## src/filter_pkg.sv

```systemverilog
package filter_pkg;

    // ----------------------------------------
    // Widths
    // ----------------------------------------
    localparam int N_CHAN    = 4;
    localparam int W_CHAN    = 2;
    localparam int W_ADD_SEL = W_CHAN + 1;
    localparam int W_DIN     = 18;
    localparam int W_MULT    = 8;
    localparam int W_SHIFT   = 5;
    // Product keeps full precision, shift only moves it
    localparam int W_SCALED  = W_DIN + W_MULT;
    localparam int W_SUM     = W_SCALED + 1;
    localparam int W_DOUT    = 24;
    // Accumulator wide enough for sum plus previous output
    localparam int W_ACC     = W_SUM + 1;
    localparam int W_WR_ADDR = 4;
    localparam int W_WR_DATA = 24;

    // ----------------------------------------
    // Types
    // ----------------------------------------
    typedef logic        [W_CHAN-1:0]        chan_t;
    // Top bit set selects no add channel
    typedef logic        [W_ADD_SEL-1:0]     add_sel_t;
    typedef logic signed [W_DIN-1:0]         din_t;
    typedef logic signed [W_MULT-1:0]        mult_t;
    typedef logic        [W_SHIFT-1:0]       shift_t;
    typedef logic signed [W_SCALED-1:0]      scaled_t;
    typedef logic signed [W_SUM-1:0]         sum_t;
    typedef logic signed [W_ACC-1:0]         acc_t;
    typedef logic signed [W_DOUT-1:0]        dout_t;
    // All channels' initial values, channel 0 in the low bits
    typedef logic        [N_CHAN*W_DOUT-1:0] dout_vec_t;
    typedef logic        [W_WR_ADDR-1:0]     wr_addr_t;
    typedef logic        [W_WR_DATA-1:0]     wr_data_t;

    // ----------------------------------------
    // Write bus addresses
    // ----------------------------------------
    localparam wr_addr_t ADDR_CLR      = 4'd0;
    localparam wr_addr_t ADDR_INJ      = 4'd1;
    localparam wr_addr_t ADDR_MIN      = 4'd2;
    localparam wr_addr_t ADDR_MAX      = 4'd3;
    localparam wr_addr_t ADDR_INIT     = 4'd4;
    localparam wr_addr_t ADDR_MULT     = 4'd5;
    localparam wr_addr_t ADDR_SHIFT    = 4'd6;
    localparam wr_addr_t ADDR_ADD_CHAN = 4'd7;

    // Settings after reset
    localparam mult_t    MULT_RST    = '0;
    localparam shift_t   SHIFT_RST   = '0;
    localparam add_sel_t ADD_SEL_RST = {1'b1, {W_CHAN{1'b0}}};
    localparam dout_t    MIN_RST     = {1'b1, {(W_DOUT-1){1'b0}}};
    localparam dout_t    MAX_RST     = {1'b0, {(W_DOUT-1){1'b1}}};
    localparam dout_t    INIT_RST    = '0;

endpackage

```

## src/scale_path.sv

```systemverilog
`timescale 1ns/1ps

module scale_path import filter_pkg::*; (
    input  logic     sys_clk_in,
    input  logic     reset,
    input  logic     dv_in,
    input  chan_t    chan_in,
    input  din_t     data_in,
    input  logic     wr_en,
    input  wr_addr_t wr_addr,
    input  chan_t    wr_chan,
    input  wr_data_t wr_data,
    input  logic     clr_valid,
    input  chan_t    clr_chan,
    output logic     scaled_valid,
    output chan_t    scaled_chan,
    output sum_t     scaled_sum
);

    // Per-channel settings
    mult_t    mult_mem  [N_CHAN];
    shift_t   shift_mem [N_CHAN];
    add_sel_t add_mem   [N_CHAN];
    // Latest scaled sample of each channel
    scaled_t  scaled_mem[N_CHAN];

    // Stage 1
    logic     dv_p1;
    chan_t    chan_p1;
    din_t     din_p1;

    // Stage 2 datapath
    scaled_t  product;
    scaled_t  shifted;
    scaled_t  add_term;
    add_sel_t add_sel;
    logic     drop_in;
    logic     drop_p1;

    // ----------------------------------------
    // Settings registers
    // ----------------------------------------
    always_ff @(posedge sys_clk_in) begin
        if (reset) begin
            for (int i = 0; i < N_CHAN; i++) begin
                mult_mem[i]  <= MULT_RST;
                shift_mem[i] <= SHIFT_RST;
                add_mem[i]   <= ADD_SEL_RST;
            end
        end else if (wr_en) begin
            // Only own addresses, rest belong to channel_bounds
            case (wr_addr)
                ADDR_MULT:     mult_mem[wr_chan]  <= mult_t'(wr_data[W_MULT-1:0]);
                ADDR_SHIFT:    shift_mem[wr_chan] <= shift_t'(wr_data[W_SHIFT-1:0]);
                ADDR_ADD_CHAN: add_mem[wr_chan]   <= add_sel_t'(wr_data[W_ADD_SEL-1:0]);
                default: ;
            endcase
        end
    end

    // Clear kills matching items entering and leaving stage 1
    assign drop_in = clr_valid && (clr_chan == chan_in);
    assign drop_p1 = clr_valid && (clr_chan == chan_p1);

    // ----------------------------------------
    // Stage 1
    // ----------------------------------------
    always_ff @(posedge sys_clk_in) begin
        if (reset) begin
            dv_p1 <= 1'b0;
        end else begin
            dv_p1 <= dv_in && !drop_in;
        end
        chan_p1 <= chan_in;
        din_p1  <= data_in;
    end

    // ----------------------------------------
    // Stage 2
    // ----------------------------------------
    always_comb begin
        // Full-width signed product
        product  = din_p1 * mult_mem[chan_p1];
        shifted  = product >>> shift_mem[chan_p1];
        add_sel  = add_mem[chan_p1];
        // Stored value before this edge, zero if no add channel
        if (add_sel[W_ADD_SEL-1]) begin
            add_term = '0;
        end else begin
            add_term = scaled_mem[add_sel[W_CHAN-1:0]];
        end
    end

    always_ff @(posedge sys_clk_in) begin
        if (reset) begin
            scaled_valid <= 1'b0;
        end else begin
            scaled_valid <= dv_p1 && !drop_p1;
        end
        scaled_chan <= chan_p1;
        scaled_sum  <= sum_t'(shifted) + sum_t'(add_term);
    end

    // Scaled-sample memory, clear wins over a same-cycle write
    always_ff @(posedge sys_clk_in) begin
        if (reset) begin
            for (int i = 0; i < N_CHAN; i++) begin
                scaled_mem[i] <= '0;
            end
        end else begin
            if (dv_p1 && !drop_p1) begin
                scaled_mem[chan_p1] <= shifted;
            end
            if (clr_valid) begin
                scaled_mem[clr_chan] <= '0;
            end
        end
    end

endmodule

```

## src/channel_bounds.sv

```systemverilog
`timescale 1ns/1ps

module channel_bounds import filter_pkg::*; (
    input  logic      sys_clk_in,
    input  logic      reset,
    input  logic      dv_in,
    input  logic      wr_en,
    input  wr_addr_t  wr_addr,
    input  chan_t     wr_chan,
    input  wr_data_t  wr_data,
    input  chan_t     out_chan,
    output logic      inj_valid,
    output chan_t     inj_chan,
    output logic      clr_valid,
    output chan_t     clr_chan,
    output dout_t     bound_min,
    output dout_t     bound_max,
    output dout_t     init_value,
    output dout_vec_t init_all
);

    // Per-channel bounds and start values
    dout_t min_mem [N_CHAN];
    dout_t max_mem [N_CHAN];
    dout_t init_mem[N_CHAN];

    // Pending operation requests, one bit per channel
    logic [N_CHAN-1:0] inj_req;
    logic [N_CHAN-1:0] clr_req;

    // Injection slot
    logic  inj_grant;
    chan_t inj_pick;
    logic  inj_p1;
    chan_t inj_chan_p1;

    // Lowest set bit wins
    function automatic chan_t lowest_set(input logic [N_CHAN-1:0] req);
        chan_t idx;
        idx = '0;
        for (int i = N_CHAN - 1; i >= 0; i--) begin
            if (req[i]) begin
                idx = chan_t'(i);
            end
        end
        return idx;
    endfunction

    // ----------------------------------------
    // Settings registers
    // ----------------------------------------
    always_ff @(posedge sys_clk_in) begin
        if (reset) begin
            for (int i = 0; i < N_CHAN; i++) begin
                min_mem[i]  <= MIN_RST;
                max_mem[i]  <= MAX_RST;
                init_mem[i] <= INIT_RST;
            end
        end else if (wr_en) begin
            case (wr_addr)
                ADDR_MIN:  min_mem[wr_chan]  <= dout_t'(wr_data[W_DOUT-1:0]);
                ADDR_MAX:  max_mem[wr_chan]  <= dout_t'(wr_data[W_DOUT-1:0]);
                ADDR_INIT: init_mem[wr_chan] <= dout_t'(wr_data[W_DOUT-1:0]);
                default: ;
            endcase
        end
    end

    // ----------------------------------------
    // Request flags
    // ----------------------------------------
    // Idle input cycle frees a stage 1 slot
    assign inj_grant = !dv_in && (|inj_req);
    assign inj_pick  = lowest_set(inj_req);

    // Clear pulse straight from the flag, gone next cycle
    assign clr_valid = |clr_req;
    assign clr_chan  = lowest_set(clr_req);

    always_ff @(posedge sys_clk_in) begin
        if (reset) begin
            inj_req <= '0;
            clr_req <= '0;
        end else begin
            if (inj_grant) begin
                inj_req[inj_pick] <= 1'b0;
            end
            if (clr_valid) begin
                clr_req[clr_chan] <= 1'b0;
            end
            // New request on same channel overrides the retire
            if (wr_en && (wr_addr == ADDR_INJ)) begin
                inj_req[wr_chan] <= wr_data[0];
            end
            if (wr_en && (wr_addr == ADDR_CLR)) begin
                clr_req[wr_chan] <= wr_data[0];
            end
        end
    end

    // ----------------------------------------
    // Injection slot, two stages to line up
    // ----------------------------------------
    always_ff @(posedge sys_clk_in) begin
        if (reset) begin
            inj_p1    <= 1'b0;
            inj_valid <= 1'b0;
        end else begin
            inj_p1    <= inj_grant;
            inj_valid <= inj_p1;
        end
        inj_chan_p1 <= inj_pick;
        inj_chan    <= inj_chan_p1;
    end

    // Lookup for the channel at the combining stage
    assign bound_min  = min_mem[out_chan];
    assign bound_max  = max_mem[out_chan];
    assign init_value = init_mem[out_chan];

    always_comb begin
        for (int i = 0; i < N_CHAN; i++) begin
            init_all[i*W_DOUT +: W_DOUT] = init_mem[i];
        end
    end

endmodule

```

## src/accumulate_clamp.sv

```systemverilog
`timescale 1ns/1ps

module accumulate_clamp import filter_pkg::*; (
    input  logic      sys_clk_in,
    input  logic      reset,
    input  logic      scaled_valid,
    input  chan_t     scaled_chan,
    input  sum_t      scaled_sum,
    input  logic      inj_valid,
    input  chan_t     inj_chan,
    input  logic      clr_valid,
    input  chan_t     clr_chan,
    input  dout_t     bound_min,
    input  dout_t     bound_max,
    input  dout_t     init_value,
    input  dout_vec_t init_all,
    output chan_t     out_chan,
    output logic      dv_out,
    output chan_t     chan_out,
    output dout_t     data_out
);

    // Previous output of each channel
    dout_t prev_mem[N_CHAN];

    logic  item_valid;
    logic  item_drop;
    chan_t item_chan;
    acc_t  acc_next;
    dout_t clamped;

    // ----------------------------------------
    // Combine
    // ----------------------------------------
    // Sample and injection never share a slot
    assign item_chan  = inj_valid ? inj_chan : scaled_chan;
    assign item_valid = scaled_valid || inj_valid;
    assign item_drop  = clr_valid && (clr_chan == item_chan);
    // Bounds lookup happens in channel_bounds
    assign out_chan   = item_chan;

    always_comb begin
        if (inj_valid) begin
            acc_next = acc_t'(init_value);
        end else begin
            acc_next = acc_t'(scaled_sum) + acc_t'(prev_mem[item_chan]);
        end
        // Clamp at full width, max checked first
        if (acc_next > acc_t'(bound_max)) begin
            clamped = bound_max;
        end else if (acc_next < acc_t'(bound_min)) begin
            clamped = bound_min;
        end else begin
            clamped = dout_t'(acc_next);
        end
    end

    // ----------------------------------------
    // History
    // ----------------------------------------
    always_ff @(posedge sys_clk_in) begin
        if (reset) begin
            for (int i = 0; i < N_CHAN; i++) begin
                prev_mem[i] <= init_all[i*W_DOUT +: W_DOUT];
            end
        end else begin
            // Written back on the same edge it is read
            if (item_valid && !item_drop) begin
                prev_mem[item_chan] <= clamped;
            end
            if (clr_valid) begin
                prev_mem[clr_chan] <= init_all[int'(clr_chan)*W_DOUT +: W_DOUT];
            end
        end
    end

    // Output register
    always_ff @(posedge sys_clk_in) begin
        if (reset) begin
            dv_out <= 1'b0;
        end else begin
            dv_out <= item_valid && !item_drop;
        end
        chan_out <= item_chan;
        data_out <= clamped;
    end

endmodule

```

## src/output_filter.sv

```systemverilog
`timescale 1ns/1ps

module output_filter import filter_pkg::*; (
    input  logic     sys_clk_in,
    input  logic     reset,
    input  logic     dv_in,
    input  chan_t    chan_in,
    input  din_t     data_in,
    input  logic     wr_en,
    input  wr_addr_t wr_addr,
    input  chan_t    wr_chan,
    input  wr_data_t wr_data,
    output logic     dv_out,
    output chan_t    chan_out,
    output dout_t    data_out
);

    // Scale path to combine stage
    logic      scaled_valid;
    chan_t     scaled_chan;
    sum_t      scaled_sum;

    // Bounds and requests to combine stage
    logic      inj_valid;
    chan_t     inj_chan;
    logic      clr_valid;
    chan_t     clr_chan;
    dout_t     bound_min;
    dout_t     bound_max;
    dout_t     init_value;
    dout_vec_t init_all;

    // Combine stage channel back to bounds lookup
    chan_t     out_chan;

    // ----------------------------------------
    // Gain, shift and add channel
    // ----------------------------------------
    scale_path u_scale_path (
        .sys_clk_in   (sys_clk_in),
        .reset        (reset),
        .dv_in        (dv_in),
        .chan_in      (chan_in),
        .data_in      (data_in),
        .wr_en        (wr_en),
        .wr_addr      (wr_addr),
        .wr_chan      (wr_chan),
        .wr_data      (wr_data),
        .clr_valid    (clr_valid),
        .clr_chan     (clr_chan),
        .scaled_valid (scaled_valid),
        .scaled_chan  (scaled_chan),
        .scaled_sum   (scaled_sum)
    );

    // Bounds, start values, clear and inject
    channel_bounds u_channel_bounds (
        .sys_clk_in (sys_clk_in),
        .reset      (reset),
        .dv_in      (dv_in),
        .wr_en      (wr_en),
        .wr_addr    (wr_addr),
        .wr_chan    (wr_chan),
        .wr_data    (wr_data),
        .out_chan   (out_chan),
        .inj_valid  (inj_valid),
        .inj_chan   (inj_chan),
        .clr_valid  (clr_valid),
        .clr_chan   (clr_chan),
        .bound_min  (bound_min),
        .bound_max  (bound_max),
        .init_value (init_value),
        .init_all   (init_all)
    );

    // Accumulate, clamp and output register
    accumulate_clamp u_accumulate_clamp (
        .sys_clk_in   (sys_clk_in),
        .reset        (reset),
        .scaled_valid (scaled_valid),
        .scaled_chan  (scaled_chan),
        .scaled_sum   (scaled_sum),
        .inj_valid    (inj_valid),
        .inj_chan     (inj_chan),
        .clr_valid    (clr_valid),
        .clr_chan     (clr_chan),
        .bound_min    (bound_min),
        .bound_max    (bound_max),
        .init_value   (init_value),
        .init_all     (init_all),
        .out_chan     (out_chan),
        .dv_out       (dv_out),
        .chan_out     (chan_out),
        .data_out     (data_out)
    );

endmodule

```

## config.mk

```make
export PLATFORM = sky130hd
export DESIGN_NAME = output_filter
export DESIGN_NICKNAME = d
export VERILOG_FILES = /design/src/filter_pkg.sv /design/src/scale_path.sv /design/src/channel_bounds.sv /design/src/accumulate_clamp.sv /design/src/output_filter.sv
export SDC_FILE = /design/constraint.sdc
export NUM_CORES = 2
export LEC_CHECK = 0
export BUFFER_PORTS_ARGS = -buffer_cell sky130_fd_sc_hd__buf_2
export CAP_MARGIN = 10
export CORE_ASPECT_RATIO = 0.9
export CORE_UTILIZATION = 50
export DETAILED_ROUTE_END_ITERATION = 8
export PLACE_DENSITY = 0.68
export SYNTH_ARGS = -nofsm -noshare
export SYNTH_HDL_FRONTEND = slang
export SYNTH_HIERARCHICAL = 1
export SYNTH_SLANG_ARGS = --single-unit
```

## constraint.sdc

```tcl
create_clock -name sys_clk_in -period 8.72 [get_ports sys_clk_in]
set_input_delay 0.872 -clock sys_clk_in [delete_from_list [all_inputs] [get_ports sys_clk_in]]
set_output_delay 0.872 -clock sys_clk_in [all_outputs]
set_load 0.01 [all_outputs]
```

-- After elaboration in Yosys (flattened, before gate mapping)
Memory sizes are Yosys's and may differ from the RTL's. A register that Yosys moved wholly into a read port is not among the register bits.
Cells that the tools add are included.
- add/subtract/negate cells: 2
- $mul: 2
- $lt $le $gt $ge: 8
- eq/ne operators: 10
- shifts and indexed selects: 2
- muxes and demuxes: 92
- bitwise operators: 4
- reduce and logical (&&, ||, !) cells: 30
- operators by type and width (operator ; count):
    $mux 24 ; 7
    $reduce_or 24->1 ; 5
    $shiftx 96x32->24 ; 1
    $mux 26 ; 3
    $reduce_or 26->1 ; 2
    $mux 1 ; 48
    $mux 2 ; 19
    $add 27x24->28 ; 1
    $gt 28x24->1 ; 1
    $lt 28x24->1 ; 1
    $mux 28 ; 1
    $add 26x26->27 ; 1
    $mul 18x8->26 ; 1
    $sshr 26x5->26 ; 1
    $mux 4 ; 6
    $eq 4x3->1 const B ; 4
    $logic_and 1x1->1 ; 12
    $lt 2x3->1 const B ; 3
    $and 4x4->4 ; 2
    $bwmux 4 ; 2
    $eq 4x2->1 const B ; 2
    $mux 8 ; 1
    $not 4->4 ; 2
    $reduce_or 4->1 ; 2
    other kinds (13) ; 22
- bits in registers: 92
- bits in writable memories: 552
- output and inout port bits: 27
- word-level logic and storage cells: 173
- memories kept: 8
- memories (memory ; words ; bits a word ; read ports ; clocked after memory_dff ; write ports ; RTL line ; source):
    u_scale_path.scaled_mem ; 4 ; 26 ; 1 ; 0 ; 4 ; scale_path.sv:25 ; scaled_t scaled_mem[N_CHAN];
    u_accumulate_clamp.prev_mem ; 4 ; 24 ; 1 ; 0 ; 4 ; accumulate_clamp.sv:24 ; dout_t prev_mem[N_CHAN];
    u_channel_bounds.init_mem ; 4 ; 24 ; 5 ; 0 ; 4 ; channel_bounds.sv:25 ; dout_t init_mem[N_CHAN];
    u_channel_bounds.max_mem ; 4 ; 24 ; 1 ; 0 ; 4 ; channel_bounds.sv:24 ; dout_t max_mem [N_CHAN];
    u_channel_bounds.min_mem ; 4 ; 24 ; 1 ; 0 ; 4 ; channel_bounds.sv:23 ; dout_t min_mem [N_CHAN];
    u_scale_path.mult_mem ; 4 ; 8 ; 1 ; 1 ; 4 ; scale_path.sv:21 ; mult_t mult_mem [N_CHAN];
    2 more memories ; n/a ; n/a ; n/a ; n/a ; n/a ; n/a ;

-- Logic depth before layout (Yosys ltp)
- word-level depth: 14
- mapped depth: 40

-- Modules after synthesis
The synthesis kept the hierarchy.
- modules (own cells, without submodules) (module ; instances ; cells an instance ; area an instance (um^2) ; sequential area each (um^2)):
    scale_path ; 1 ; 1726 ; 16676.0 ; 5024.8
    channel_bounds ; 1 ; 816 ; 13305.3 ; 8928.6
    accumulate_clamp ; 1 ; 921 ; 9285.2 ; 3423.3

-- Worst setup path before layout
Ideal clock, no wire load.
- path kind: register to register
- from: register u_scale_path/chan_p1[0] (netlist name)
- to: register u_scale_path.scaled_sum[24]
- library setup time: 72 ps
- data arrival time: 9117 ps
- path slack: -469 ps
- cell stages (with the launch flop): 37
- buffers on the path: 4
- clock period less this slack: 9189 ps
- cells stage by stage: dfxtp_1 > buf_6 > buf_2 > buf_2 > mux2_2 > o21ai_1 > clkbuf_1 > fa_1 > fa_1 > inv_1 > fa_1 > inv_1 > fa_1 > inv_1 > ha_1 > o21ai_2 > a211oi_2 > o31a_2 > mux2_2 > nor3_2 > nor3_1 > o32ai_1 > mux2i_1 > a21oi_1 > inv_1 > ha_1 > fa_1 > a21o_1 > a21oi_1 > o21a_1 > o21ai_0 > a31o_2 > o41a_1 > a21oi_1 > nor2_1 > a311oi_1 > xnor2_1
- RTL lines (item ; RTL line ; source):
    end signal, assigned ; scale_path.sv:101 ; scaled_sum <= sum_t'(shifted) + sum_t'(add_term);
    end, declared ; scale_path.sv:17 ; output sum_t scaled_sum

==> impl_metrics.env <==
export IMPL_status="complete, no violations"
export IMPL_clock_latency_ns=0.65
export IMPL_cp_arrival_ns=9.06
export IMPL_end_kind="register"
export IMPL_max_clock_path_buffers=3
export IMPL_numCtsBuffers=73
export IMPL_required_ns=9.29
export IMPL_holdBufCountCts=0
export IMPL_grt_pass1_vias=26900
export IMPL_via_count=28700
export IMPL_drt_initial_drc_count=3332
export IMPL_area_growth_pct=13.9
export IMPL_drv_cap=0
export IMPL_drive_above_1_share=0.224
export IMPL_critPathKind="register to register"
export IMPL_slowest_delay_ns=0.59
export IMPL_max_slew_margin=0.114
export IMPL_place_ws_ns=-0.0619
export IMPL_htreeDepth=3
export IMPL_rsz0062_at_grt="true"
export IMPL_start_util=0.505
export IMPL_multi_input_area_um2=20800
export IMPL_postSynthAreaPerCell_um2=11.3
export IMPL_cp_max_fo=6
export IMPL_hold_viol=0
export IMPL_io_buffers=80
export IMPL_finalClockSkew_ns=0.0481
export IMPL_slew_violations=0
export IMPL_synthArstFlopShare=0
export IMPL_fmax_mhz=118
export IMPL_cts_tree="done"
export IMPL_synth_cell_types=124
export IMPL_cp_slowest_cell="mux4_2"
export IMPL_worst_pin_slew_ns=1.33
export IMPL_mostFrequentLayoutCell="edfxtp_1"
export IMPL_std_cell_rows=97
export IMPL_syn_area_um2=39300
export IMPL_grt_pass1_wl_um=164000
export IMPL_grt_ovfl_total=0
export IMPL_antenna_found_initial=4
export IMPL_via_per_inst=6.08
export IMPL_fill_cells=6319
export IMPL_core_area_um2=77800
export IMPL_track_usage=0.268
export IMPL_instances_no_fill=4721
export IMPL_cts_sinks=644
export IMPL_place_congestion=0.944
export IMPL_synthCells=3463
export IMPL_synth_nets=3792
export IMPL_startpoint_type="register"
export IMPL_min_path_type="input pin to register"
export IMPL_nets=3949
export IMPL_synth_warnings=6
export IMPL_ys_seq_area_frac=0.443
export IMPL_dr_pass1_iters=6
export IMPL_grt_start_max_net_pins=59
export IMPL_routed_wirelength_um=111000
export IMPL_io_pins=81
export IMPL_yosys_register_bits=644
export IMPL_wl_per_cell_um=23.4
export IMPL_synth_edf_count=448
export IMPL_worst_slack_ns=0.226
export IMPL_cpMostUsedCell="fa_1"
export IMPL_antenna_left=0
export IMPL_area_sequential_um2=17400
export IMPL_synth_ff_type="edfxtp_1"
export IMPL_chipWidth_um=297
export IMPL_clk_transition_reported_paths_ns=0.07
export IMPL_cts_root_buf="clkbuf_16"
export IMPL_layout_common_cells="edfxtp_1, and2_1, inv_1"
export IMPL_die_h_um=268
export IMPL_setup_viol=0
export IMPL_dieArea_um2=79700
export IMPL_hpwl_um=74800
export IMPL_finalCritPeriodShare=0.974
export IMPL_holdWs_ns=0.313
export IMPL_place_inst=4552
export IMPL_layout_min_cycle_time_ns=8.49
export IMPL_drc=0
-- per-layer routing --
metal	wire length [um]	GRT usage	vias to the layer above	part of all wire
met2	47400	0.393	1434	0.43
met1	49200	0.411	14200	0.44
met3	10900	0.0456	185	0.099
li1	-	-	12900	-
met4	3070	0.0706	2	0.028
met5	13	0	-	0.00012
-- synth_stat cells (27+ instances only) --
cell type,number,area share
o21ai_0,128,0.016
nand2_1,244,0.023
dfxtp_1,196,0.10
a21oi_1,120,0.015
ha_1,158,0.050
inv_1,246,0.024
a21o_1,43,0.0082
mux2i_1,31,0.0079
a31oi_1,27,0.0043
or2_2,39,0.0062
fa_1,117,0.060
nor2_1,164,0.016
xnor2_1,39,0.0087
edfxtp_1,448,0.34
o21ai_1,37,0.0047
nor3_1,59,0.0075
mux4_2,134,0.077
and2_1,322,0.051
buf_2,39,0.0050
clkbuf_1,121,0.012
mux2_2,54,0.015
and3_1,39,0.0062
nor2b_1,39,0.0062
a22o_1,49,0.011
o21a_1,27,0.0052
nand2b_1,89,0.014
-- final timing paths --
kind	to	cells past startpoint	slack (ns)	from
max	u_scale_path/scaled_sum[25]	33	0.23	u_scale_path/chan_p1[0]
max reg2reg	u_scale_path/scaled_sum[25]	33	0.23	u_scale_path/chan_p1[0]
min	u_scale_path/din_p1[7]	1	0.31	data_in[7]
min reg2reg	u_channel_bounds/inj_chan[1]	0	0.34	u_channel_bounds/inj_chan_p1[1]
-- final cells by class --
cell class,count,area share
Antenna cell,2,0.000112
Clock buffer,95,0.0438
Clock inverter,40,0.0110
Inverter,250,0.0211
Multi-Input combinational cell,2381,0.465
Sequential cell,644,0.388
Tap cell,1039,0.0291
Timing Repair Buffer,270,0.0419
-- kinds of logic after synthesis --
kind of cell / after synthesis / synth area share
compound gates: 665 / 0.120
simple gates: 1155 / 0.164
flops: 644 / 0.443
buf+inv: 445 / 0.0473
xor+xnor: 50 / 0.0113
fa+ha+maj: 275 / 0.110
mux: 229 / 0.105
-- worst max-delay path, delay by kind of cell, from the launching register on --
family          cells  cell delay, ns
compound gates     16            3.53
xor+xnor            2            0.31
flops               1            0.39
mux                 1            0.59
fa+ha+maj           6            2.46
simple gates        2            0.46
buf+inv             6            0.64
-- state kept, by name (all words and copies together) (netlist names), 4 cells and up --
register                     cells
u_scale_path/scaled_mem        104
u_accumulate_clamp/prev_mem     96
u_channel_bounds/init_mem       96
u_channel_bounds/max_mem        96
u_channel_bounds/min_mem        96
u_scale_path/mult_mem           32
u_scale_path/scaled_sum         27
u_accumulate_clamp/data_out     24
u_scale_path/shift_mem          20
u_scale_path/din_p1             18
u_scale_path/add_mem            12
u_channel_bounds/clr_req         4
u_channel_bounds/inj_req         4
-- timing repair --
item | CTS | global route
gates resized for setup | 2 | 106
setup buffers | 7 | 17
setup endpoints to repair | 5 | 10
pin swaps | 1 | 26
cloned | 1 | 6
-- stage by stage --
step | TNS [ns] | utilization | cell area (um2)
6_report | 0 | 0.575 | 44700
4_1_cts | 0 | 0.566 | 44000
3_3_place_gp | 0 | 0.533 | 41500
5_1_grt | -0.0778 | 0.575 | 44700
3_5_place_dp | -0.133 | 0.533 | 41500
2_1_floorplan | 0 | - | 39300
Power is not shown: default switching activity piles up to over one toggle a cycle in this logic, so the estimate is an artifact.
